### config.mk
export PLATFORM = sky130hd
export DESIGN_NAME = reorder_buffer
export DESIGN_NICKNAME = d
export VERILOG_FILES = /design/src/rob_pkg.sv /design/src/reorder_buffer.sv /design/src/rob_commit_fsm.sv /design/src/rob_entries.sv /design/src/rob_pointers.sv
export VERILOG_INCLUDE_DIRS = /design/src
export SDC_FILE = /design/constraint.sdc
export NUM_CORES = 2
export LEC_CHECK = 0
export BUFFER_PORTS_ARGS = -buffer_cell sky130_fd_sc_hd__buf_2
export CAP_MARGIN = 20
export CORE_MARGIN = 1
export CORE_UTILIZATION = 55
export DETAILED_ROUTE_END_ITERATION = 8
export PLACE_DENSITY = 0.71
export SETUP_SLACK_MARGIN = 0.02
export SLEW_MARGIN = 20
export SYNTH_ARGS = -nofsm -noshare
export SYNTH_HDL_FRONTEND = slang
export SYNTH_SLANG_ARGS = --single-unit
### constraint.sdc
create_clock -name clk -period 6.5 [get_ports clk]
set_input_delay 0 -clock clk [delete_from_list [all_inputs] [get_ports clk]]
set_output_delay 0 -clock clk [all_outputs]
set_load 0.1 [all_outputs]
### src/rob_consts.svh
/*
 * Reorder buffer sizing constants
 * Depth, pointer and datapath widths shared by every block of the buffer
 */

`ifndef ROB_CONSTS_SVH
`define ROB_CONSTS_SVH

// Number of entries and the index that selects one of them
`define ROB_DEPTH       16
`define ROB_IDX_WIDTH   4

// Head and tail carry one extra wrap bit to tell full from empty
`define ROB_PTR_WIDTH   5

`define ROB_DATA_WIDTH  32
`define ROB_ADDR_WIDTH  32
`define ROB_REG_WIDTH   5

// Result buses that can write back in the same cycle
`define ROB_CDB_COUNT   2

`endif
### src/rob_pkg.sv
/*
 * Reorder buffer types
 * Instruction classes, commit states and the records passed between blocks
 */

`default_nettype none

`include "rob_consts.svh"

package rob_pkg;

    typedef enum logic [1:0] {
        ROB_OP_INT = 2'b00,
        ROB_OP_BR  = 2'b01,
        ROB_OP_LD  = 2'b10,
        ROB_OP_ST  = 2'b11
    } rob_op_e;

    typedef enum logic [1:0] {
        ST_IDLE     = 2'b00,
        ST_LSU_REQ  = 2'b01,
        ST_LSU_DROP = 2'b10,
        ST_FLUSH    = 2'b11
    } commit_state_e;

    // New instruction handed over by dispatch
    typedef struct packed {
        rob_op_e                    op;
        logic [`ROB_ADDR_WIDTH-1:0] pc;
        logic [`ROB_REG_WIDTH-1:0]  rdest;
    } enq_req_t;

    // One broadcast on a result bus, addr is the branch target
    typedef struct packed {
        logic                       en;
        logic                       redirect;
        logic [`ROB_IDX_WIDTH-1:0]  tag;
        logic [`ROB_DATA_WIDTH-1:0] data;
        logic [`ROB_ADDR_WIDTH-1:0] addr;
    } cdb_bcast_t;

    typedef struct packed {
        logic                       rdy;
        logic                       redirect;
        rob_op_e                    op;
        logic [`ROB_ADDR_WIDTH-1:0] pc;
        logic [`ROB_ADDR_WIDTH-1:0] addr;
        logic [`ROB_DATA_WIDTH-1:0] data;
        logic [`ROB_REG_WIDTH-1:0]  rdest;
    } head_entry_t;

    // Committed result for the register map
    typedef struct packed {
        logic                       en;
        logic [`ROB_REG_WIDTH-1:0]  rdest;
        logic [`ROB_IDX_WIDTH-1:0]  tag;
        logic [`ROB_DATA_WIDTH-1:0] data;
    } retire_t;

endpackage

`default_nettype wire

### src/reorder_buffer.sv
/*
 * Reorder buffer top level
 * In-order commit of out-of-order results for a 16-entry window
 */

`default_nettype none

`include "rob_consts.svh"

module reorder_buffer (
    input  wire logic                                    clk,
    input  wire logic                                    n_rst,

    // Dispatch side
    input  wire logic                                    i_enq_en,
    input  wire rob_pkg::enq_req_t                       i_enq,
    output logic                                         o_stall,
    output logic [`ROB_IDX_WIDTH-1:0]                    o_enq_tag,

    // Result buses
    input  wire rob_pkg::cdb_bcast_t [`ROB_CDB_COUNT-1:0] i_cdb,

    // Register map and fetch
    output rob_pkg::retire_t                             o_retire,
    output logic                                         o_redirect,
    output logic [`ROB_ADDR_WIDTH-1:0]                   o_redirect_addr,

    // LSU release handshake
    output logic                                         o_lsu_req,
    output logic [`ROB_IDX_WIDTH-1:0]                    o_lsu_tag,
    input  wire logic                                    i_lsu_ack,
    input  wire logic                                    i_lsu_misspec
);

    import rob_pkg::*;

    logic [`ROB_IDX_WIDTH-1:0] head_idx;
    logic [`ROB_IDX_WIDTH-1:0] tail_idx;
    logic                      empty;
    logic                      enq_accept;
    logic                      head_advance;
    logic                      flush;
    head_entry_t               head;

    // The tail index is the tag the next enqueue will receive
    assign o_enq_tag = tail_idx;

    rob_pointers rob_pointers_i (
        .clk            (clk),
        .n_rst          (n_rst),
        .i_enq_en       (i_enq_en),
        .i_head_advance (head_advance),
        .i_flush        (flush),
        .o_head_idx     (head_idx),
        .o_tail_idx     (tail_idx),
        .o_empty        (empty),
        .o_stall        (o_stall),
        .o_enq_accept   (enq_accept)
    );

    rob_entries rob_entries_i (
        .clk          (clk),
        .n_rst        (n_rst),
        .i_enq_accept (enq_accept),
        .i_tail_idx   (tail_idx),
        .i_enq        (i_enq),
        .i_cdb        (i_cdb),
        .i_head_idx   (head_idx),
        .i_flush      (flush),
        .o_head       (head)
    );

    rob_commit_fsm rob_commit_fsm_i (
        .clk             (clk),
        .n_rst           (n_rst),
        .i_head          (head),
        .i_head_idx      (head_idx),
        .i_empty         (empty),
        .i_lsu_ack       (i_lsu_ack),
        .i_lsu_misspec   (i_lsu_misspec),
        .o_head_advance  (head_advance),
        .o_flush         (flush),
        .o_retire        (o_retire),
        .o_redirect      (o_redirect),
        .o_redirect_addr (o_redirect_addr),
        .o_lsu_req       (o_lsu_req),
        .o_lsu_tag       (o_lsu_tag)
    );

endmodule

`default_nettype wire

### src/rob_commit_fsm.sv
/*
 * Reorder buffer commit FSM
 * Retires the head in order, releases loads and stores to the LSU
 * over a four-phase handshake and issues redirects with a flush
 */

`default_nettype none

`include "rob_consts.svh"

module rob_commit_fsm (
    input  wire logic                        clk,
    input  wire logic                        n_rst,

    input  wire rob_pkg::head_entry_t        i_head,
    input  wire logic [`ROB_IDX_WIDTH-1:0]   i_head_idx,
    input  wire logic                        i_empty,

    input  wire logic                        i_lsu_ack,
    input  wire logic                        i_lsu_misspec,

    output logic                             o_head_advance,
    output logic                             o_flush,
    output rob_pkg::retire_t                 o_retire,
    output logic                             o_redirect,
    output logic [`ROB_ADDR_WIDTH-1:0]       o_redirect_addr,
    output logic                             o_lsu_req,
    output logic [`ROB_IDX_WIDTH-1:0]        o_lsu_tag
);

    import rob_pkg::*;

    commit_state_e              state_q;
    commit_state_e              state_next;
    logic                       head_is_mem;
    logic                       retire_fire;
    logic                       misspec_q;

    logic                       retire_en_q;
    logic [`ROB_REG_WIDTH-1:0]  retire_rdest_q;
    logic [`ROB_IDX_WIDTH-1:0]  retire_tag_q;
    logic [`ROB_DATA_WIDTH-1:0] retire_data_q;
    logic [`ROB_ADDR_WIDTH-1:0] redirect_addr_q;

    assign head_is_mem = (i_head.op == ROB_OP_LD) || (i_head.op == ROB_OP_ST);

    always_comb begin
        state_next  = state_q;
        retire_fire = 1'b0;
        case (state_q)
            ST_IDLE: begin
                if (!i_empty && i_head.rdy) begin
                    if (head_is_mem) begin
                        state_next = ST_LSU_REQ;
                    end else begin
                        retire_fire = 1'b1;
                        if (i_head.redirect) begin
                            state_next = ST_FLUSH;
                        end
                    end
                end
            end
            // Request stays up until the LSU acknowledges
            ST_LSU_REQ: begin
                if (i_lsu_ack) begin
                    state_next = ST_LSU_DROP;
                end
            end
            // Ack going low closes the handshake and the entry retires
            ST_LSU_DROP: begin
                if (!i_lsu_ack) begin
                    retire_fire = 1'b1;
                    state_next  = (i_head.redirect || misspec_q) ? ST_FLUSH : ST_IDLE;
                end
            end
            ST_FLUSH: begin
                state_next = ST_IDLE;
            end
            default: begin
                state_next = ST_IDLE;
            end
        endcase
    end

    always_ff @(posedge clk) begin
        if (!n_rst) begin
            state_q <= ST_IDLE;
        end else begin
            state_q <= state_next;
        end
    end

    // Misspeculation is only valid alongside the first cycle of ack
    always_ff @(posedge clk) begin
        if (!n_rst) begin
            misspec_q <= 1'b0;
        end else if (state_q == ST_LSU_REQ && i_lsu_ack) begin
            misspec_q <= i_lsu_misspec;
        end
    end

    always_ff @(posedge clk) begin
        if (!n_rst) begin
            retire_en_q <= 1'b0;
        end else begin
            retire_en_q <= retire_fire;
        end
    end

    // Branches jump to their resolved target, anything else restarts at its own pc
    always_ff @(posedge clk) begin
        if (retire_fire) begin
            retire_rdest_q  <= i_head.rdest;
            retire_tag_q    <= i_head_idx;
            retire_data_q   <= i_head.data;
            redirect_addr_q <= (i_head.op == ROB_OP_BR) ? i_head.addr : i_head.pc;
        end
    end

    assign o_retire = '{
        en:    retire_en_q,
        rdest: retire_rdest_q,
        tag:   retire_tag_q,
        data:  retire_data_q
    };

    assign o_head_advance  = retire_fire;
    assign o_flush         = (state_q == ST_FLUSH);
    assign o_redirect      = (state_q == ST_FLUSH);
    assign o_redirect_addr = redirect_addr_q;

    // Head does not move during the handshake, so its index serves as the tag
    assign o_lsu_req = (state_q == ST_LSU_REQ);
    assign o_lsu_tag = i_head_idx;

endmodule

`default_nettype wire

### src/rob_entries.sv
/*
 * Reorder buffer entry storage
 * Fills entries at the tail, takes result-bus writebacks by tag
 * and shows the entry at the head to the commit logic
 */

`default_nettype none

`include "rob_consts.svh"

module rob_entries (
    input  wire logic                                    clk,
    input  wire logic                                    n_rst,

    input  wire logic                                    i_enq_accept,
    input  wire logic [`ROB_IDX_WIDTH-1:0]               i_tail_idx,
    input  wire rob_pkg::enq_req_t                       i_enq,

    input  wire rob_pkg::cdb_bcast_t [`ROB_CDB_COUNT-1:0] i_cdb,

    input  wire logic [`ROB_IDX_WIDTH-1:0]               i_head_idx,
    input  wire logic                                    i_flush,

    output rob_pkg::head_entry_t                         o_head
);

    import rob_pkg::*;

    localparam logic [`ROB_DEPTH-1:0] ONE_HOT_0 = {{(`ROB_DEPTH-1){1'b0}}, 1'b1};

    // Control bits per entry
    logic [`ROB_DEPTH-1:0]      rdy_q;
    logic [`ROB_DEPTH-1:0]      redirect_q;

    // Payload per entry
    rob_op_e                    op_q    [`ROB_DEPTH];
    logic [`ROB_ADDR_WIDTH-1:0] pc_q    [`ROB_DEPTH];
    logic [`ROB_ADDR_WIDTH-1:0] addr_q  [`ROB_DEPTH];
    logic [`ROB_DATA_WIDTH-1:0] data_q  [`ROB_DEPTH];
    logic [`ROB_REG_WIDTH-1:0]  rdest_q [`ROB_DEPTH];

    logic [`ROB_DEPTH-1:0]      enq_sel;
    logic [`ROB_DEPTH-1:0]      cdb_sel [`ROB_CDB_COUNT];
    logic [`ROB_DEPTH-1:0]      cdb_hit;
    logic [`ROB_DEPTH-1:0]      cdb_redirect;
    logic [`ROB_ADDR_WIDTH-1:0] addr_next [`ROB_DEPTH];
    logic [`ROB_DATA_WIDTH-1:0] data_next [`ROB_DEPTH];

    assign enq_sel = {(`ROB_DEPTH){i_enq_accept}} & (ONE_HOT_0 << i_tail_idx);

    // Decode each bus tag into a one-hot entry select
    always_comb begin
        for (int c = 0; c < `ROB_CDB_COUNT; c++) begin
            cdb_sel[c] = {(`ROB_DEPTH){i_cdb[c].en}} & (ONE_HOT_0 << i_cdb[c].tag);
        end
    end

    // Merge the buses per entry, the higher bus index is applied last and wins
    always_comb begin
        for (int i = 0; i < `ROB_DEPTH; i++) begin
            cdb_hit[i]      = 1'b0;
            cdb_redirect[i] = 1'b0;
            addr_next[i]    = addr_q[i];
            data_next[i]    = data_q[i];
            for (int c = 0; c < `ROB_CDB_COUNT; c++) begin
                if (cdb_sel[c][i]) begin
                    cdb_hit[i]      = 1'b1;
                    cdb_redirect[i] = cdb_redirect[i] | i_cdb[c].redirect;
                    addr_next[i]    = i_cdb[c].addr;
                    data_next[i]    = i_cdb[c].data;
                end
            end
        end
    end

    // A fresh entry starts not ready; a flush drops every pending result
    always_ff @(posedge clk) begin
        if (!n_rst || i_flush) begin
            rdy_q <= '0;
        end else begin
            rdy_q <= (rdy_q | cdb_hit) & ~enq_sel;
        end
    end

    always_ff @(posedge clk) begin
        redirect_q <= (redirect_q | cdb_redirect) & ~enq_sel;
        for (int i = 0; i < `ROB_DEPTH; i++) begin
            if (enq_sel[i]) begin
                op_q[i]    <= i_enq.op;
                pc_q[i]    <= i_enq.pc;
                rdest_q[i] <= i_enq.rdest;
            end
            addr_q[i] <= addr_next[i];
            data_q[i] <= data_next[i];
        end
    end

    // Head view straight from the registers
    assign o_head = '{
        rdy:      rdy_q[i_head_idx],
        redirect: redirect_q[i_head_idx],
        op:       op_q[i_head_idx],
        pc:       pc_q[i_head_idx],
        addr:     addr_q[i_head_idx],
        data:     data_q[i_head_idx],
        rdest:    rdest_q[i_head_idx]
    };

endmodule

`default_nettype wire

### src/rob_pointers.sv
/*
 * Reorder buffer head and tail pointers
 * Tracks occupancy with a wrap bit and decides whether an enqueue is taken
 */

`default_nettype none

`include "rob_consts.svh"

module rob_pointers (
    input  wire logic                      clk,
    input  wire logic                      n_rst,

    input  wire logic                      i_enq_en,
    input  wire logic                      i_head_advance,
    input  wire logic                      i_flush,

    output logic [`ROB_IDX_WIDTH-1:0]      o_head_idx,
    output logic [`ROB_IDX_WIDTH-1:0]      o_tail_idx,
    output logic                           o_empty,
    output logic                           o_stall,
    output logic                           o_enq_accept
);

    logic [`ROB_PTR_WIDTH-1:0] head_q;
    logic [`ROB_PTR_WIDTH-1:0] tail_q;
    logic [`ROB_PTR_WIDTH-1:0] head_next;
    logic [`ROB_PTR_WIDTH-1:0] tail_next;
    logic                      full_q;
    logic                      empty_q;

    // No new entries while the buffer is full or being flushed
    assign o_stall      = full_q | i_flush;
    assign o_enq_accept = i_enq_en & ~o_stall;

    // A flush returns both pointers to entry zero so tags restart at 0
    assign head_next = i_flush ? '0 : head_q + {{(`ROB_IDX_WIDTH){1'b0}}, i_head_advance};
    assign tail_next = i_flush ? '0 : tail_q + {{(`ROB_IDX_WIDTH){1'b0}}, o_enq_accept};

    always_ff @(posedge clk) begin
        if (!n_rst) begin
            head_q <= '0;
            tail_q <= '0;
        end else begin
            head_q <= head_next;
            tail_q <= tail_next;
        end
    end

    // Full when the indices match but the wrap bits differ
    always_ff @(posedge clk) begin
        if (!n_rst) begin
            full_q  <= 1'b0;
            empty_q <= 1'b1;
        end else begin
            full_q  <= ({~tail_next[`ROB_PTR_WIDTH-1], tail_next[`ROB_IDX_WIDTH-1:0]}
                        == head_next);
            empty_q <= (tail_next == head_next);
        end
    end

    assign o_head_idx = head_q[`ROB_IDX_WIDTH-1:0];
    assign o_tail_idx = tail_q[`ROB_IDX_WIDTH-1:0];
    assign o_empty    = empty_q;

endmodule

`default_nettype wire

Word-level counts from Yosys, hierarchy flattened
Memories as Yosys holds them, arrays and structs flattened. A register that Yosys moved wholly into a read port is not among the register bits.
Cells that the tools add are included.
Cells by class
  reductions and logical operators: 9
  add/subtract/negate cells: 2
  div/mod/pow operators: 0
  bitwise logic cells: 28
  muxes and demuxes: 181
  eq/ne operators: 28
  $mul: 0
  shift operators: 3
  $lt $le $gt $ge: 1
Operators with widths (number)
  32-bit 2-to-1 mux: 65
  1-bit 2-to-1 mux: 101
  16-bit bitwise AND: 5
  1-bit by 4-bit << shifter with 16-bit output (first input constant): 3
  2-bit inequality test (second input constant): 17
  16-bit OR: 2
  1-bit OR: 17
  16-bit inverter: 1
  2-bit 2-to-1 mux: 6
  4-bit 2-to-1 mux: 3
  5-bit by 1-bit adder with 5-bit output: 2
  5-bit equality test: 2
  5-bit 2-to-1 mux: 2
  1-bit binary-select mux with 4-bit select: 2
  2-bit equality test (second input constant): 4
  2-bit one-hot mux with 4 select lines: 1
  4-bit by 5-bit less-than comparator with 1-bit output (second input constant): 1
  2-bit by 1-bit equality test with 1-bit output (second input constant): 2
  2-bit by 1-bit inequality test with 1-bit output (second input constant): 2
  4-bit AND reduction: 1
  1-bit logical OR: 3
  3-bit by 1-bit inequality test with 1-bit output (second input constant): 1
  1-bit logical AND: 2
  1-bit logical NOT: 2
  4 further kinds: 5
Storage, ports and cells
  memory bits (read-only): 0
  bits in latches: 0
  RAM bits: 1648
  register bits: 84
  memories: 5
  input bits: 184
  word-level logic and storage cells: 268
Memory list
  rob_entries_i.addr_q: words 16, width 32, rd ports 1, clocked after Yosys merged registers in 1, wr ports 16, RTL line rob_entries.sv:38  | logic [`ROB_ADDR_WIDTH-1:0] addr_q [`ROB_DEPTH];
  rob_entries_i.data_q: words 16, width 32, rd ports 1, clocked after Yosys merged registers in 1, wr ports 16, RTL line rob_entries.sv:39  | logic [`ROB_DATA_WIDTH-1:0] data_q [`ROB_DEPTH];
  rob_entries_i.pc_q: words 16, width 32, rd ports 1, clocked after Yosys merged registers in 1, wr ports 16, RTL line rob_entries.sv:37  | logic [`ROB_ADDR_WIDTH-1:0] pc_q [`ROB_DEPTH];
  rob_entries_i.rdest_q: words 16, width 5, rd ports 1, clocked after Yosys merged registers in 1, wr ports 16, RTL line rob_entries.sv:40  | logic [`ROB_REG_WIDTH-1:0] rdest_q [`ROB_DEPTH];
  rob_entries_i.op_q: words 16, width 2, rd ports 1, clocked after Yosys merged registers in 1, wr ports 16, RTL line rob_entries.sv:36  | rob_op_e op_q [`ROB_DEPTH];

Logic depth before layout (Yosys ltp)
  depth in word-level cells: 8
  depth in mapped cells: 17
  gate-level depth less buffers: 13

Cells and area by module
A second synthesis with hierarchy kept.
Second synthesis, totals
  cell total of the unflattened synthesis: 4184
  area total of the unflattened synthesis: 79620.1 um^2
Modules (own cells, without submodules)
  rob_entries: times used 1, area an instance 76128.0 um^2, cells each 3983
  rob_commit_fsm: times used 1, area an instance 2917.8 um^2, cells each 144
  rob_pointers: times used 1, area an instance 574.3 um^2, cells each 57

Worst setup path before layout
OpenSTA, ideal clock, no wires.
  kind: reg-to-reg
  from: reg rob_pointers_i.head_q[1]
  to: reg rob_pointers_i.empty_q, in the netlist rob_pointers_i.o_empty
  stages on the path, launching flop included: 17
  arrival time: 6352 ps
  library setup time: 128 ps
  data required time: 6372 ps
  clock period less this slack: 6480 ps
  slack: 20 ps
  path through: dfxtp_1 > buf_2 > buf_2 > buf_2 > clkbuf_1 > mux2i_1 > a22oi_1 > nand3_1 > a21o_1 > o21a_1 > nor2_1 > ha_1 > nand3_1 > xor2_1 > xnor2_1 > a41oi_1 > a21oi_1
On the way
  cells in the longest elaborated chain, start to end: 8
RTL lines
  from (decl): RTL line rob_pointers.sv:25  | logic [`ROB_PTR_WIDTH-1:0] head_q;
  from (signal assigned): RTL line rob_pointers.sv:45  | head_q <= head_next;
  1-bit binary-select mux with 4-bit select: RTL line rob_entries.sv:100  | rdy: rdy_q[i_head_idx],
  1-bit 2-to-1 mux (not written as such): RTL line rob_entries.sv:100
  1-bit logical AND: RTL line rob_commit_fsm.sv:52  | if (!i_empty && i_head.rdy) begin
  1-bit 2-to-1 mux: RTL line rob_commit_fsm.sv:52
  1-bit one-hot mux with 2 select lines: RTL line rob_commit_fsm.sv:50  | case (state_q)
  named net head_advance: RTL line reorder_buffer.sv:41  | logic head_advance;
  5-bit by 1-bit adder with 5-bit output: RTL line rob_pointers.sv:37  | assign head_next = i_flush ? '0 : head_q + {{(`ROB_IDX_WIDTH){1'b0}}, i_head_advance};
  5-bit 2-to-1 mux: RTL line rob_pointers.sv:37
  5-bit equality test: RTL line rob_pointers.sv:58  | empty_q <= (tail_next == head_next);
  to (signal assigned): RTL line rob_pointers.sv:58
  to (decl): RTL line rob_pointers.sv:30  | logic empty_q;
The timed path passes the listed nets, and every way through them passes these cells. The select of a mux whose other input is x is not followed.
A chain may end at the register's enable or synchronous reset.

Worst setup path in the final report
  from: reg rob_pointers_i.head_q[2]
  to: reg rob_pointers_i.empty_q, in the netlist rob_pointers_i.o_empty
The elaborated chain is that of the path after synthesis.

==> flow_metrics.py <==
metrics = {
    "placed_design": {
        "dp_hpwl_mm": 123,
        "portBuffers": 268,
        "gp_congestion": 0.836,
    },
    "synthesis": {
        "yosys_warnings": 0,
        "synth_nets": 5197,
        "synth-edff-count": 1721,
        "postSynthAreaPerCell_sq_um": 15.9,
        "async_flop_share_pct": 0,
        "synthFlopType": "edfxtp_1",
        "synth.distinct_cells": 51,
        "syn-cell-area_sq_mm": 0.0799,
        "yosysSeqAreaShare_pct": 65.9,
        "synth_cells": 5009,
        "synth_seq_cells": 1769,
    },
    "finish": {
        "nFillCells": 10000,
        "layout_commonest_cell": "edfxtp_1",
        "drive_above_1_share_pct": 33.6,
        "finalNetCount": 5561,
        "finish.utilization_pct": 63.4,
        "final_cell_mix": "1721 x edfxtp_1, 1365 x nand2_1, 704 x mux2_2, 478 x mux4_2, 268 x buf_2",
        "area_growth_syn_to_layout_pct": 14.2,
    },
    "run": {
        "max_cap_viol_count": 0,
    },
    "global_route": {
        "grt_use_met3_pct": 6.57,
        "antenna_found_initial": 32,
        "busiest_layer": "met2",
        "grt_use_met1_pct": 44.8,
        "grt_pass1_vias": 47400,
        "grt_usage_pct": 31.9,
        "grtUsageMet2_pct": 50.3,
        "grt_pass1_wl_mm": 335,
        "grt_max_degree": 135,
        "grt_overflow": 0,
    },
    "die": {
        "die_x_um": 383,
        "coreArea_sq_mm": 0.144,
        "die_area_sq_mm": 0.147,
        "start_util_pct": 55.5,
        "die_y_um": 383,
        "num_io_pins": 269,
        "row_count": 139,
    },
    "critical_path": {
        "crit_buf_inv": 1,
        "crit_fanout": 48,
        "cpPeakStageDelay_ns": 1.02,
        "cp_slowest_cell": "dfxtp_4",
        "endpoint_kind": "register",
        "path_cells": "nor2b_1 -> a221oi_1 -> a32o_1 -> o21a_1 -> nor2_4 -> ha_1 -> ha_1 -> nand3_1 -> xor2_1 -> xnor2_1 -> nor2_1 -> a21oi_1 -> dlygate4sd3_1",
        "required_ns": 7.26,
        "critical_path.most_common_cell": "ha_1",
        "cp_top_family": "compound AO/OA/AOI/OAI gates",
        "critPathKind": "reg2reg",
        "startpoint_type": "register",
        "worstPathArrival_ns": 4.90,
    },
    "clocking": {
        "cts_root_buffer": "clkbuf_16",
        "htree_levels": 4,
        "path_clk_slew_ns": 0.07,
        "cts_resized": 0,
        "holdBufCountCts": 255,
        "cts_setup_buffers": 0,
        "clk_latency_ns": 0.83,
        "numCtsBuffers": 177,
        "clock_path_buffers": 3,
        "cts_sinks": 1769,
        "tritoncts": "done",
    },
    "timing": {
        "max_clock_freq_ghz": 0.241,
        "rsz0062_at_grt": "no",
        "slew_viol_final": 0,
        "clock_skew_ns": 0.0214,
        "fin_tns_setup_ns": 0,
        "finalCritPeriodShare_pct": 63.8,
        "min_period_ns": 4.14,
        "relSlewSlack_pct": 24.1,
        "tightest_slew_ns": 1.14,
        "final-setup-viol-count": 0,
        "hold_slack_ns": 0.0931,
        "final-hold-violation-count": 0,
    },
    "power_and_ir_drop": {
        "p_leak_nw": 30.7,
        "vdd_ir_drop_max_v": 0.000330,
        "power_density_mw_per_mm2": 269,
    },
    "routing": {
        "antenna_left": 0,
        "drc": 28,
        "drt-total-wl_mm": 235,
        "routedWlPerCell_um": 31.6,
        "avgViaCountPerCell": 6.49,
        "dr.pass1.iters": 8,
        "drt-initial-drc-count": 6903,
        "vias": 48300,
    },
    "status": {
        "violations": "design-rule violations",
        "status": "complete, but fails checks",
    },
    "worst_hold_path": {
        "hold_path_class": "in2reg",
    },
}
power by group:
group,switching (mW),internal (mW),leakage (nW)
sequential,0.109,12.9,16.0
clock,4.36,5.57,2.70
combinational,0.937,0.661,12.0
area by class of cell:
type | instances | area, sq um | share of cell area [%]
timing repair buffer | 622 | 4750 | 5.20
multi-input combinational | 2792 | 25800 | 28.3
inverter | 11 | 58.8 | 0.0644
sequential | 1769 | 52700 | 57.7
clock buffer | 239 | 4750 | 5.21
tap | 1903 | 2380 | 2.61
antenna | 17 | 42.5 | 0.0466
clock inverter | 86 | 773 | 0.847
routing by layer:
metal	wire (um)	vias to the layer above
li1	-	19700
met3	26500	511
met4	7350	28
met2	112000	3206
met5	184	-
met1	89100	24800
per-stage QoR:
stage	std cells	setup WS [ns]	instance area (sq um)	total power, mW
detailed placement	6841	2.68	83100	14.6
CTS	7421	2.41	91200	24.5
finish	7439	2.36	91300	24.5
global placement	6840	2.70	83100	14.6
global route	7429	2.11	91200	25.1
floorplan	5009	0.565	79900	14.1
logic make-up after synthesis:
family / after synthesis / synth area share [%]
compound gates: 60 / 0.554
xor+xnor: 11 / 0.121
fa+ha+maj: 4 / 0.0626
buf+inv: 448 / 2.31
flops: 1769 / 65.9
mux: 1202 / 23.7
simple gates: 1515 / 7.35
worst register-to-register path, stage by stage (launching register included):
cell and delay [ns]:
dfxtp_4 1.02, nor2b_1 0.24, a221oi_1 0.44, a32o_1 0.39
o21a_1 0.26, nor2_4 0.05, ha_1 0.20, ha_1 0.20
nand3_1 0.10, xor2_1 0.23, xnor2_1 0.17, nor2_1 0.06
a21oi_1 0.14, dlygate4sd3_1 0.57
cells in the mapped netlist, types with 2 or more instances:
cell | n | area (sq um)
ha_1 | 4 | 50.1
a221oi_1 | 18 | 158
a211oi_1 | 3 | 22.5
mux2i_1 | 17 | 170
clkbuf_1 | 331 | 1240
nor4bb_1 | 2 | 20.0
nor2_1 | 64 | 240
edfxtp_1 | 1721 | 51700
nand3_1 | 14 | 70.1
and2_1 | 2 | 12.5
mux2_2 | 704 | 7930
dfxtp_1 | 48 | 961
nor4_1 | 2 | 12.5
a21oi_1 | 6 | 30.0
buf_4 | 9 | 67.6
and3_1 | 5 | 31.3
nand2b_1 | 11 | 68.8
xnor2_1 | 7 | 61.3
xor2_1 | 4 | 35.0
nand2_1 | 1367 | 5130
nand3b_1 | 2 | 15.0
mux4_2 | 478 | 10800
or2_2 | 6 | 37.5
o22ai_1 | 6 | 37.5
or3_1 | 3 | 18.8
a21boi_0 | 2 | 15.0
a32o_1 | 2 | 20.0
nor2b_1 | 8 | 50.1
a22oi_1 | 2 | 15.0
o21ai_0 | 9 | 45.0
buf_6 | 2 | 22.5
inv_1 | 11 | 41.3
buf_2 | 53 | 265
mux4_1 | 3 | 78.8
nor3_1 | 24 | 120
buf_1 | 39 | 146
o21bai_1 | 3 | 22.5
nor4b_1 | 2 | 17.5
buf_12 | 3 | 60.1
sequential cells by signal, indices dropped and copies added (netlist names), 16 cells and up:
| register | cells |
|---|---|
| rob_entries_i.pc_q | 512 |
| rob_entries_i.data_q | 512 |
| rob_entries_i.rdest_q | 80 |
| rob_entries_i.addr_q | 512 |
| rob_commit_fsm_i.o_redirect_addr | 32 |
| rob_entries_i.rdy_q | 16 |
| rob_entries_i.redirect_q | 16 |
| rob_entries_i.op_q | 32 |
| rob_commit_fsm_i.retire_data_q | 32 |
final timing paths:
check	slack, ns	startpoint	endpoint	cells after the start
worst min-delay path	0.09	i_cdb[136]	rob_entries_i.addr_q[8][19]	4
worst max register to register	2.36	rob_pointers_i.head_q[2]	rob_pointers_i.o_empty	13
worst max-delay path	2.36	rob_pointers_i.head_q[2]	rob_pointers_i.o_empty	13
worst min register to register	0.48	rob_entries_i.redirect_q[5]	rob_entries_i.redirect_q[5]	2
No activity file was read; power rests on OpenSTA's default activity.
